==> config.mk <==
export PLATFORM = sky130hd
export DESIGN_NAME = ex_stage
export DESIGN_NICKNAME = d
export VERILOG_FILES = /design/src/ex_pkg.sv /design/src/ex_stage.sv /design/src/flu_writeback.sv /design/src/multiplier.sv /design/src/csr_buffer.sv /design/src/branch_unit.sv /design/src/alu.sv /design/src/ex_issue_gate.sv
export SDC_FILE = /design/constraint.sdc
export NUM_CORES = 2
export LEC_CHECK = 0
export BUFFER_PORTS_ARGS = -buffer_cell sky130_fd_sc_hd__clkbuf_2
export CORE_UTILIZATION = 49
export DETAILED_ROUTE_END_ITERATION = 12
export GPL_TIMING_DRIVEN = 0
export PLACE_DENSITY = 0.7
export SETUP_SLACK_MARGIN = 0.15
export SYNTH_ARGS = -nofsm -noshare
export SYNTH_HDL_FRONTEND = slang
export SYNTH_SLANG_ARGS = --single-unit
==> constraint.sdc <==
create_clock -name clk_i -period 5.48 [get_ports clk_i]
set_input_delay 0.548 -clock clk_i [delete_from_list [all_inputs] [get_ports clk_i]]
set_output_delay 0.548 -clock clk_i [all_outputs]
set_load 0.05 [all_outputs]
==> src/ex_pkg.sv <==
/*
 * Shared definitions for the fixed-latency execute stage:
 * data, address, tag, ASID and CSR widths with their vector types,
 * the operator encoding and the branch operator helper
 */

package ex_pkg;

    // ----------------------------------------
    // Widths
    // ----------------------------------------
    localparam int unsigned XLEN          = 32;
    localparam int unsigned VLEN          = 32;
    localparam int unsigned TRANS_ID_BITS = 3;
    localparam int unsigned ASID_W        = 9;
    localparam int unsigned CSR_ADDR_W    = 12;

    // Link address increments
    localparam int unsigned INSTR_BYTES   = 4;
    localparam int unsigned CINSTR_BYTES  = 2;

    // ----------------------------------------
    // Vector types
    // ----------------------------------------
    typedef logic [XLEN-1:0]          xlen_t;
    typedef logic [VLEN-1:0]          vaddr_t;
    typedef logic [TRANS_ID_BITS-1:0] trans_id_t;
    typedef logic [ASID_W-1:0]        asid_t;
    typedef logic [CSR_ADDR_W-1:0]    csr_addr_t;

    // ----------------------------------------
    // Operators
    // ----------------------------------------
    typedef enum logic [4:0] {
        ADD, SUB, AND_OP, OR_OP, XOR_OP,
        SLL, SRL, SRA, SLT, SLTU,
        // Conditional branches, kept contiguous
        EQ, NE, LTS, GES, LTU, GEU,
        JAL, JALR, CSR_RW, MUL, MULHU,
        SFENCE_VMA
    } fu_op_t;

    // True for the conditional branch compares
    function automatic logic is_branch_op(input fu_op_t op);
        return op inside {EQ, NE, LTS, GES, LTU, GEU};
    endfunction

endpackage
==> src/ex_stage.sv <==
/*
 * Fixed-latency execute stage: issue gate, ALU, branch unit,
 * CSR buffer, multiplier and shared writeback port
 */
`timescale 1ns/100ps

module ex_stage import ex_pkg::*; (
    input  logic      clk_i,
    input  logic      rst_ni,
    input  logic      flush_i,
    // Operation record
    input  fu_op_t    operator_i,
    input  xlen_t     operand_a_i,
    input  xlen_t     operand_b_i,
    input  xlen_t     imm_i,
    input  trans_id_t trans_id_i,
    // Unit strobes, one-hot
    input  logic      alu_valid_i,
    input  logic      branch_valid_i,
    input  logic      csr_valid_i,
    input  logic      mult_valid_i,
    // Branch context
    input  vaddr_t    pc_i,
    input  logic      is_compressed_i,
    input  logic      predict_taken_i,
    input  vaddr_t    predict_target_i,
    // Forwarded sources for SFENCE.VMA
    input  vaddr_t    rs1_fwd_i,
    input  xlen_t     rs2_fwd_i,
    input  logic      csr_commit_i,
    // Writeback port
    output logic      flu_valid_o,
    output xlen_t     flu_result_o,
    output trans_id_t flu_trans_id_o,
    output logic      flu_ready_o,
    // Branch resolution
    output logic      resolve_branch_o,
    output vaddr_t    resolved_pc_o,
    output vaddr_t    resolved_target_o,
    output logic      resolved_taken_o,
    output logic      resolved_mispredict_o,
    // CSR and TLB flush side
    output csr_addr_t csr_addr_o,
    output logic      sfence_pending_o,
    output vaddr_t    sfence_vaddr_o,
    output asid_t     sfence_asid_o
);

    xlen_t     alu_a, alu_b, mult_a, mult_b;
    xlen_t     alu_result, csr_result, mult_result;
    vaddr_t    link_addr;
    logic      nonbranch_valid;
    logic      alu_cmp_res;
    logic      mult_valid;
    trans_id_t mult_trans_id;

    // ----------------------------------------
    // Input side
    // ----------------------------------------
    ex_issue_gate i_issue_gate (
        .clk_i, .rst_ni, .flush_i, .operator_i, .operand_a_i, .operand_b_i,
        .alu_valid_i, .branch_valid_i, .csr_valid_i, .mult_valid_i,
        .rs1_fwd_i, .rs2_fwd_i,
        .alu_a_o (alu_a), .alu_b_o (alu_b), .mult_a_o (mult_a), .mult_b_o (mult_b),
        .nonbranch_valid_o (nonbranch_valid),
        .sfence_pending_o, .sfence_vaddr_o, .sfence_asid_o
    );

    // ----------------------------------------
    // Units
    // ----------------------------------------
    alu i_alu (
        .operator_i, .operand_a_i (alu_a), .operand_b_i (alu_b),
        .result_o (alu_result), .cmp_res_o (alu_cmp_res)
    );

    // JALR base comes from the ALU copy
    branch_unit i_branch_unit (
        .operator_i, .imm_i, .operand_a_i (alu_a), .pc_i, .is_compressed_i,
        .branch_valid_i, .nonbranch_valid_i (nonbranch_valid), .cmp_res_i (alu_cmp_res),
        .predict_taken_i, .predict_target_i, .link_addr_o (link_addr),
        .resolve_branch_o, .resolved_pc_o, .resolved_target_o, .resolved_taken_o,
        .mispredict_o (resolved_mispredict_o)
    );

    // Sole source of the ready level
    csr_buffer i_csr_buffer (
        .clk_i, .rst_ni, .flush_i, .csr_valid_i, .csr_commit_i, .imm_i, .operand_a_i,
        .csr_ready_o (flu_ready_o), .csr_result_o (csr_result), .csr_addr_o
    );

    multiplier i_multiplier (
        .clk_i, .rst_ni, .flush_i, .mult_valid_i, .operator_i,
        .operand_a_i (mult_a), .operand_b_i (mult_b), .trans_id_i,
        .result_o (mult_result), .valid_o (mult_valid), .trans_id_o (mult_trans_id)
    );

    // ----------------------------------------
    // Output side
    // ----------------------------------------
    flu_writeback i_writeback (
        .alu_valid_i, .branch_valid_i, .csr_valid_i, .mult_valid_i (mult_valid),
        .alu_result_i (alu_result), .csr_result_i (csr_result), .mult_result_i (mult_result),
        .link_addr_i (link_addr), .trans_id_i, .mult_trans_id_i (mult_trans_id),
        .flu_valid_o, .flu_result_o, .flu_trans_id_o
    );

endmodule

==> src/flu_writeback.sv <==
/*
 * Shared writeback port of the fixed-latency units:
 * result and tag select plus the combined valid
 */
`timescale 1ns/100ps

module flu_writeback import ex_pkg::*; (
    input  logic      alu_valid_i,
    input  logic      branch_valid_i,
    input  logic      csr_valid_i,
    input  logic      mult_valid_i,
    input  xlen_t     alu_result_i,
    input  xlen_t     csr_result_i,
    input  xlen_t     mult_result_i,
    input  vaddr_t    link_addr_i,
    input  trans_id_t trans_id_i,
    input  trans_id_t mult_trans_id_i,
    output logic      flu_valid_o,
    output xlen_t     flu_result_o,
    output trans_id_t flu_trans_id_o
);

    // Any unit writing back this cycle
    assign flu_valid_o = alu_valid_i | branch_valid_i | csr_valid_i | mult_valid_i;

    always_comb begin
        // Link address when nothing else wins
        flu_result_o   = xlen_t'(link_addr_i);
        flu_trans_id_o = trans_id_i;
        if (alu_valid_i) begin
            flu_result_o = alu_result_i;
        end else if (csr_valid_i) begin
            flu_result_o = csr_result_i;
        end else if (mult_valid_i) begin
            // Registered result carries its own tag
            flu_result_o   = mult_result_i;
            flu_trans_id_o = mult_trans_id_i;
        end
    end

endmodule

==> src/multiplier.sv <==
/*
 * Single-cycle unsigned 32x32 multiplier, low word for MUL and
 * high word for MULHU, with result, valid and tag registered
 */
`timescale 1ns/100ps

module multiplier import ex_pkg::*; (
    input  logic      clk_i,
    input  logic      rst_ni,
    input  logic      flush_i,
    input  logic      mult_valid_i,
    input  fu_op_t    operator_i,
    input  xlen_t     operand_a_i,
    input  xlen_t     operand_b_i,
    input  trans_id_t trans_id_i,
    output xlen_t     result_o,
    output logic      valid_o,
    output trans_id_t trans_id_o
);

    logic [2*XLEN-1:0] product;
    xlen_t             result_sel;

    // Full-width product
    assign product    = {{XLEN{1'b0}}, operand_a_i} * {{XLEN{1'b0}}, operand_b_i};

    // Word select by operator
    assign result_sel = (operator_i == MULHU) ? product[2*XLEN-1:XLEN] : product[XLEN-1:0];

    // ----------------------------------------
    // Output stage
    // ----------------------------------------
    // Flush in the issue cycle drops the result
    always_ff @(posedge clk_i or negedge rst_ni) begin
        if (!rst_ni) begin
            valid_o <= 1'b0;
        end else begin
            valid_o <= mult_valid_i && !flush_i;
        end
    end

    always_ff @(posedge clk_i) begin
        result_o   <= result_sel;
        // Tag as it was at issue
        trans_id_o <= trans_id_i;
    end

endmodule

==> src/csr_buffer.sv <==
/*
 * One-entry CSR buffer: holds the CSR address until the
 * instruction commits and blocks further CSR issue meanwhile
 */
`timescale 1ns/100ps

module csr_buffer import ex_pkg::*; (
    input  logic      clk_i,
    input  logic      rst_ni,
    input  logic      flush_i,
    input  logic      csr_valid_i,
    input  logic      csr_commit_i,
    input  xlen_t     imm_i,
    input  xlen_t     operand_a_i,
    output logic      csr_ready_o,
    output xlen_t     csr_result_o,
    output csr_addr_t csr_addr_o
);

    logic entry_valid_q;

    // Full entry blocks the issue port
    assign csr_ready_o  = !entry_valid_q;

    // Write data goes straight to commit
    assign csr_result_o = operand_a_i;

    // ----------------------------------------
    // Entry state
    // ----------------------------------------
    always_ff @(posedge clk_i or negedge rst_ni) begin
        if (!rst_ni) begin
            entry_valid_q <= 1'b0;
        end else if (flush_i) begin
            entry_valid_q <= 1'b0;
        end else if (csr_valid_i) begin
            entry_valid_q <= 1'b1;
        end else if (csr_commit_i) begin
            // Retired, slot free again
            entry_valid_q <= 1'b0;
        end
    end

    // Address from low bits of imm
    always_ff @(posedge clk_i or negedge rst_ni) begin
        if (!rst_ni) begin
            csr_addr_o <= '0;
        end else if (csr_valid_i) begin
            csr_addr_o <= imm_i[CSR_ADDR_W-1:0];
        end
    end

endmodule

==> src/branch_unit.sv <==
/*
 * Branch unit: target and link address, taken decision
 * and prediction check for branches and jumps
 */
`timescale 1ns/100ps

module branch_unit import ex_pkg::*; (
    input  fu_op_t operator_i,
    input  xlen_t  imm_i,
    input  xlen_t  operand_a_i,
    input  vaddr_t pc_i,
    input  logic   is_compressed_i,
    input  logic   branch_valid_i,
    input  logic   nonbranch_valid_i,
    input  logic   cmp_res_i,
    input  logic   predict_taken_i,
    input  vaddr_t predict_target_i,
    output vaddr_t link_addr_o,
    output logic   resolve_branch_o,
    output vaddr_t resolved_pc_o,
    output vaddr_t resolved_target_o,
    output logic   resolved_taken_o,
    output logic   mispredict_o
);

    vaddr_t incr;
    vaddr_t target_base;
    vaddr_t target_sum;
    vaddr_t target;
    logic   is_jump;
    logic   taken;
    logic   false_taken;

    // Next sequential pc, 2 for RVC
    assign incr        = is_compressed_i ? VLEN'(CINSTR_BYTES) : VLEN'(INSTR_BYTES);
    assign link_addr_o = pc_i + incr;

    // JALR is register relative, all others pc relative
    assign target_base = (operator_i == JALR) ? vaddr_t'(operand_a_i) : pc_i;
    assign target_sum  = target_base + vaddr_t'(imm_i);
    // JALR drops bit 0 of the sum
    assign target      = (operator_i == JALR) ? {target_sum[VLEN-1:1], 1'b0} : target_sum;

    assign is_jump = (operator_i == JAL) || (operator_i == JALR);
    assign taken   = (is_branch_op(operator_i) && cmp_res_i) || is_jump;

    // Predicted taken on something that is not a branch
    assign false_taken = nonbranch_valid_i && predict_taken_i;

    assign resolve_branch_o = branch_valid_i || false_taken;
    assign resolved_pc_o    = pc_i;

    // ----------------------------------------
    // Resolution
    // ----------------------------------------
    always_comb begin
        resolved_taken_o  = 1'b0;
        resolved_target_o = '0;
        mispredict_o      = 1'b0;
        if (branch_valid_i) begin
            resolved_taken_o  = taken;
            // Not taken resolves to fall-through
            resolved_target_o = taken ? target : link_addr_o;
            mispredict_o      = (predict_taken_i != taken) ||
                                (taken && (predict_target_i != target));
        end else if (false_taken) begin
            // Redirect back to the next instruction
            resolved_target_o = link_addr_o;
            mispredict_o      = 1'b1;
        end
    end

endmodule

==> src/alu.sv <==
/*
 * Combinational ALU: add, subtract, logic, shifts,
 * set-less-than and the conditional branch compare
 */
`timescale 1ns/100ps

module alu import ex_pkg::*; (
    input  fu_op_t operator_i,
    input  xlen_t  operand_a_i,
    input  xlen_t  operand_b_i,
    output xlen_t  result_o,
    output logic   cmp_res_o
);

    logic [4:0] shamt;
    logic       lt_signed;
    logic       lt_unsigned;
    logic       equal;

    // Shift amount from low 5 bits only
    assign shamt = operand_b_i[4:0];

    // Shared comparators for SLT and branches
    assign lt_signed   = $signed(operand_a_i) < $signed(operand_b_i);
    assign lt_unsigned = operand_a_i < operand_b_i;
    assign equal       = operand_a_i == operand_b_i;

    // ----------------------------------------
    // Result mux
    // ----------------------------------------
    always_comb begin
        unique case (operator_i)
            SUB:     result_o = operand_a_i - operand_b_i;
            AND_OP:  result_o = operand_a_i & operand_b_i;
            OR_OP:   result_o = operand_a_i | operand_b_i;
            XOR_OP:  result_o = operand_a_i ^ operand_b_i;
            SLL:     result_o = operand_a_i << shamt;
            SRL:     result_o = operand_a_i >> shamt;
            SRA:     result_o = xlen_t'($signed(operand_a_i) >>> shamt);
            // Zero-extended compare flags
            SLT:     result_o = {{(XLEN-1){1'b0}}, lt_signed};
            SLTU:    result_o = {{(XLEN-1){1'b0}}, lt_unsigned};
            // Adder as default for ADD and the rest
            default: result_o = operand_a_i + operand_b_i;
        endcase
    end

    // ----------------------------------------
    // Branch compare
    // ----------------------------------------
    always_comb begin
        cmp_res_o = 1'b0;
        if (is_branch_op(operator_i)) begin
            unique case (operator_i)
                EQ:      cmp_res_o = equal;
                NE:      cmp_res_o = !equal;
                LTS:     cmp_res_o = lt_signed;
                GES:     cmp_res_o = !lt_signed;
                LTU:     cmp_res_o = lt_unsigned;
                default: cmp_res_o = !lt_unsigned;
            endcase
        end
    end

endmodule

==> src/ex_issue_gate.sv <==
/*
 * Issue side of the execute stage: per-unit operand silencing,
 * the non-branch strobe for the branch unit and capture of the
 * SFENCE.VMA address and ASID for the TLB flush
 */
`timescale 1ns/100ps

module ex_issue_gate import ex_pkg::*; (
    input  logic    clk_i,
    input  logic    rst_ni,
    input  logic    flush_i,
    input  fu_op_t  operator_i,
    input  xlen_t   operand_a_i,
    input  xlen_t   operand_b_i,
    input  logic    alu_valid_i,
    input  logic    branch_valid_i,
    input  logic    csr_valid_i,
    input  logic    mult_valid_i,
    input  vaddr_t  rs1_fwd_i,
    input  xlen_t   rs2_fwd_i,
    output xlen_t   alu_a_o,
    output xlen_t   alu_b_o,
    output xlen_t   mult_a_o,
    output xlen_t   mult_b_o,
    output logic    nonbranch_valid_o,
    output logic    sfence_pending_o,
    output vaddr_t  sfence_vaddr_o,
    output asid_t   sfence_asid_o
);

    logic alu_sel;
    logic sfence_issue;

    // ----------------------------------------
    // Operand silencing
    // ----------------------------------------
    // Branches borrow the ALU for the compare
    assign alu_sel  = alu_valid_i | branch_valid_i;
    assign alu_a_o  = alu_sel ? operand_a_i : '0;
    assign alu_b_o  = alu_sel ? operand_b_i : '0;
    assign mult_a_o = mult_valid_i ? operand_a_i : '0;
    assign mult_b_o = mult_valid_i ? operand_b_i : '0;

    // Any other unit busy, used to catch a false taken prediction
    assign nonbranch_valid_o = alu_valid_i | csr_valid_i | mult_valid_i;

    // ----------------------------------------
    // SFENCE.VMA capture
    // ----------------------------------------
    // SFENCE travels on the CSR strobe
    assign sfence_issue = csr_valid_i && (operator_i == SFENCE_VMA);

    always_ff @(posedge clk_i or negedge rst_ni) begin
        if (!rst_ni) begin
            sfence_pending_o <= 1'b0;
        end else if (flush_i) begin
            sfence_pending_o <= 1'b0;
        end else if (sfence_issue) begin
            sfence_pending_o <= 1'b1;
        end
    end

    // Track forwarded rs1/rs2, frozen once an SFENCE shows up
    always_ff @(posedge clk_i or negedge rst_ni) begin
        if (!rst_ni) begin
            sfence_vaddr_o <= '0;
            sfence_asid_o  <= '0;
        end else if (!sfence_pending_o && !sfence_issue) begin
            sfence_vaddr_o <= rs1_fwd_i;
            sfence_asid_o  <= rs2_fwd_i[ASID_W-1:0];
        end
    end

endmodule

==> summary by stage <==
Outcome
The flow ran to the end, but the final reports show violations. The checks that failed: negative setup slack.

Cells and area
The finished cells cover 61,630 sq um. The post-layout utilization of the core is 0.6022. The area growth from synthesis to layout is 21.19%. The fraction of final layout cells with drive strength greater than 1 is 0.2195. Counting the fill cells in the layout gives 9,109. The number of nets in the finished design is 8,300. Once layout is complete, the cells apart from fillers number 8,209.

Floorplanning
The placeable core area is 102,300 sq um. The effective utilization at floorplan is 0.4969. In this run the vertical extent of the chip is 324.1 um.

The number of placement rows is 117. The die covers 105,100 sq um. From left edge to right edge, the die measures 324.1 um. The number of primary I/O pins is 400.

Global route
The via count of the first global-routing pass is 53,437. Entering global routing, the biggest net connects 57 pins. The number of antenna violations at the first check in global routing is 62. The global-route congestion overflow total is 0.

Across every metal layer, demand over resource in global routing totals 0.5384. The first global-routing pass estimated 393,400 um of wire.

Detailed routing
The number of DRC markers in iteration 0 is 8,078. The count of nets left with antenna violations once routing finished came out at 0. The number of design rule violations left after detail routing is 0.

Dividing the detail-routed via count by the number of cells gives 6.776. In the final routed layout, each cell accounts on average for 34.97 um. The wire length reported by the detailed router is 287,100 um. The number of vias after detailed routing is 55,624. The pre-antenna-repair detailed-routing pass consisted of 8 iterations.

Synth
The mapped netlist covers 50,850 sq um. The netlist uses 98 different library cells. The synthesized design spends more area on one cell type than any other, namely sky130_fd_sc_hd__fa_1. The register bit count reported by yosys is 91. By area the synthesized netlist is led by sky130_fd_sc_hd__fa_1, sky130_fd_sc_hd__ha_1, sky130_fd_sc_hd__and3_1, sky130_fd_sc_hd__inv_1, sky130_fd_sc_hd__nand2_1. The net count after synthesis is 7,772. The predominant post-synthesis flop cell is sky130_fd_sc_hd__dfrtp_1.

The synthesized instance count is 6,237. The top-area cell type share of the netlist area is 0.3543. The total number of yosys warnings is 0.

In the synthesized netlist, the cells that appear most often are sky130_fd_sc_hd__inv_1, sky130_fd_sc_hd__fa_1, sky130_fd_sc_hd__nand2_1. The share of the Yosys chip area taken by registers is 0.04134. The synthesized area divided by synthesized cell count is 8.153 sq um. After synthesis, the share of flip-flops with an asynchronous set or reset is 0.6154. The number of enable-type register cells in the synthesized netlist is 0. The cell with the most instances after synthesis is sky130_fd_sc_hd__inv_1.

Clock network
The clock latency on the worst-skew pair is 0.34 ns. The cell sitting at the root of the clock tree is a sky130_fd_sc_hd__clkbuf_16. After clock tree synthesis, the clock-pin slew on the worst setup and hold paths is 0.07 ns. Clock tree synthesis found a total of 91 sinks. The level count of the clock H-tree is 3.

The clock tree from TritonCTS is done. The maximum buffer depth of the clock tree is 2. Clock tree synthesis inserted a total of 9 buffers. In this run, post-CTS hold repair placed 0 buffers.

Place
After detailed placement, the design holds a cell count of 7,957. Once placement finished, the instance area stood at 55,310 sq um. The count of port buffers added during placement is 346. The detailed placer's ending HPWL is 225,900 um. Routability-driven placement finished with a final weighted congestion of 1.150.

Timing
The hold violation total from the final report was 0. At the pin with the least slew margin, the transition time is 1.194 ns. Setup repair after global routing could not meet its margin everywhere. The smallest clock period supported by the final layout is computed as 8.675 ns. On the final layout, the worst hold slack is 0.2742 ns. The timing-limited maximum frequency is 115.3 MHz. Dividing the final minimum period by the clock period gives 1.583. The max-slew violation count came to 0. The worst pin sits at a relative slew slack of 0.1957. Across all setup checks in the final design, the least slack found is -3.195 ns. The clock arrives with 0.005734 ns of skew. The final count of negative-setup-slack endpoints is 76.

Worst setup path
The signal arrival time at the worst endpoint is 8.87 ns. The critical-path maximum fanout is 10. The critical-path cell with the highest stage delay is sky130_fd_sc_hd__fa_1. The cell type with the highest occurrence count on the critical path is sky130_fd_sc_hd__fa_1. Counting cells, the worst reg-to-reg path comes to 3. The type of the setup path with the least slack is in -> reg. The type of element capturing the critical path is a flip-flop.

The data required time of the worst path is 5.67 ns. The setup check on the worst reg-to-reg path leaves a slack of 3.12 ns. The highest cell delay on the worst timing path is 0.61 ns. The kind of start point of the critical path is an input port.

Min path
The class of the most critical hold timing path is in -> async.

Job
The tool flagged a number of max-cap violations equal to 0.
## cell type report
| class | instances | area [sq um] | share of cell area |
|---|---|---|---|
| clock inverter | 5 | 41.29 | 0.0006700 |
| tap | 1368 | 1712 | 0.02777 |
| sequential | 91 | 2102 | 0.03411 |
| timing repair buffer | 520 | 3471 | 0.05632 |
| antenna | 71 | 177.7 | 0.002883 |
| inverter | 965 | 3637 | 0.05902 |
| clock buffer | 11 | 252.7 | 0.004101 |
| multi-input combinational | 4662 | 45750 | 0.7423 |
| buffer | 516 | 4484 | 0.07277 |
## worst max-delay path: cells and delay by family
| family | cells | cell delay [ns] |
|---|---|---|
| xor gates and xnor gates | 1 | 0.22 |
| and+or+nand+nor | 6 | 1.19 |
| buffers and inverters | 9 | 1.50 |
| AOI/OAI and AO/OA | 5 | 0.81 |
| adders and majority gates | 9 | 4.57 |
## placed cells by master (no fill, tap or decap), types with 71 or more instances in the layout
cell	n
sky130_fd_sc_hd__clkbuf_8	83
sky130_fd_sc_hd__fa_1	840
sky130_fd_sc_hd__diode_2	71
sky130_fd_sc_hd__ha_1	359
sky130_fd_sc_hd__inv_1	935
sky130_fd_sc_hd__clkbuf_4	88
sky130_fd_sc_hd__clkbuf_1	100
sky130_fd_sc_hd__xnor2_1	88
sky130_fd_sc_hd__nand2_1	647
sky130_fd_sc_hd__and3_1	574
sky130_fd_sc_hd__clkbuf_2	395
sky130_fd_sc_hd__a21oi_1	231
sky130_fd_sc_hd__nor2_1	235
sky130_fd_sc_hd__nand3_1	114
sky130_fd_sc_hd__buf_4	204
sky130_fd_sc_hd__o21ai_0	209
sky130_fd_sc_hd__mux2i_1	115
## worst paths after layout
kind                                                    start                               to
worst max-delay path                          operand_b_i[31]        i_multiplier.result_o[26]
worst min-delay path                                   rst_ni  i_issue_gate.sfence_vaddr_o[19]
worst max register to register  i_issue_gate.sfence_pending_o  i_issue_gate.sfence_vaddr_o[25]
worst min register to register  i_issue_gate.sfence_asid_o[0]    i_issue_gate.sfence_asid_o[0]
max in group asynchronous                              rst_ni  i_issue_gate.sfence_vaddr_o[30]
min in group clk_i                              trans_id_i[1]       i_multiplier.trans_id_o[1]
## metrics by stage
step	setup TNS, ns	worst slack (ns)
4_1_cts	-96.98	-2.848
6_report	-98.24	-3.195
3_3_place_gp	-243.13	-4.790
3_5_place_dp	-236.52	-4.776
2_1_floorplan	-55.00	-2.155
5_1_grt	-96.94	-3.156
## registers in the layout, summed over array words and instances (netlist names)
register	count
i_multiplier.valid_o	1
i_csr_buffer.entry_valid_q	1
i_issue_gate.sfence_pending_o	1
i_issue_gate.sfence_vaddr_o	32
i_csr_buffer.csr_addr_o	12
i_multiplier.result_o	32
i_issue_gate.sfence_asid_o	9
i_multiplier.trans_id_o	3
## layer usage
| metal | vias to the layer above | wire, um | part of all wire | GRT usage |
|---|---|---|---|---|
| met5 | - | 175 | 0.00061 | 0.001389 |
| met4 | 26 | 34040 | 0.12 | 0.4812 |
| met3 | 1750 | 42130 | 0.15 | 0.2170 |
| met2 | 5349 | 117100 | 0.41 | 0.7733 |
| met1 | 26924 | 93670 | 0.33 | 0.6155 |
| li1 | 21575 | - | - | - |
## logic make-up after synthesis
group | count (synthesis) | synth area share
compound gates | 1059 | 0.1330
xor+xnor | 162 | 0.02847
fa+ha+maj | 1293 | 0.4510
buf+inv | 1484 | 0.1130
flops | 91 | 0.04134
mux | 187 | 0.03900
simple gates | 1961 | 0.1941
## timing repair
action | in CTS | in global routing
setup endpoints to repair | 98 | 91
cloned | 11 | 0
resized for setup | 915 | 402
buffers inserted | 97 | 60
pin swaps | 183 | 112
Power is not shown: default switching activity piles up to over one toggle a cycle in this logic, so the estimate is an artifact.
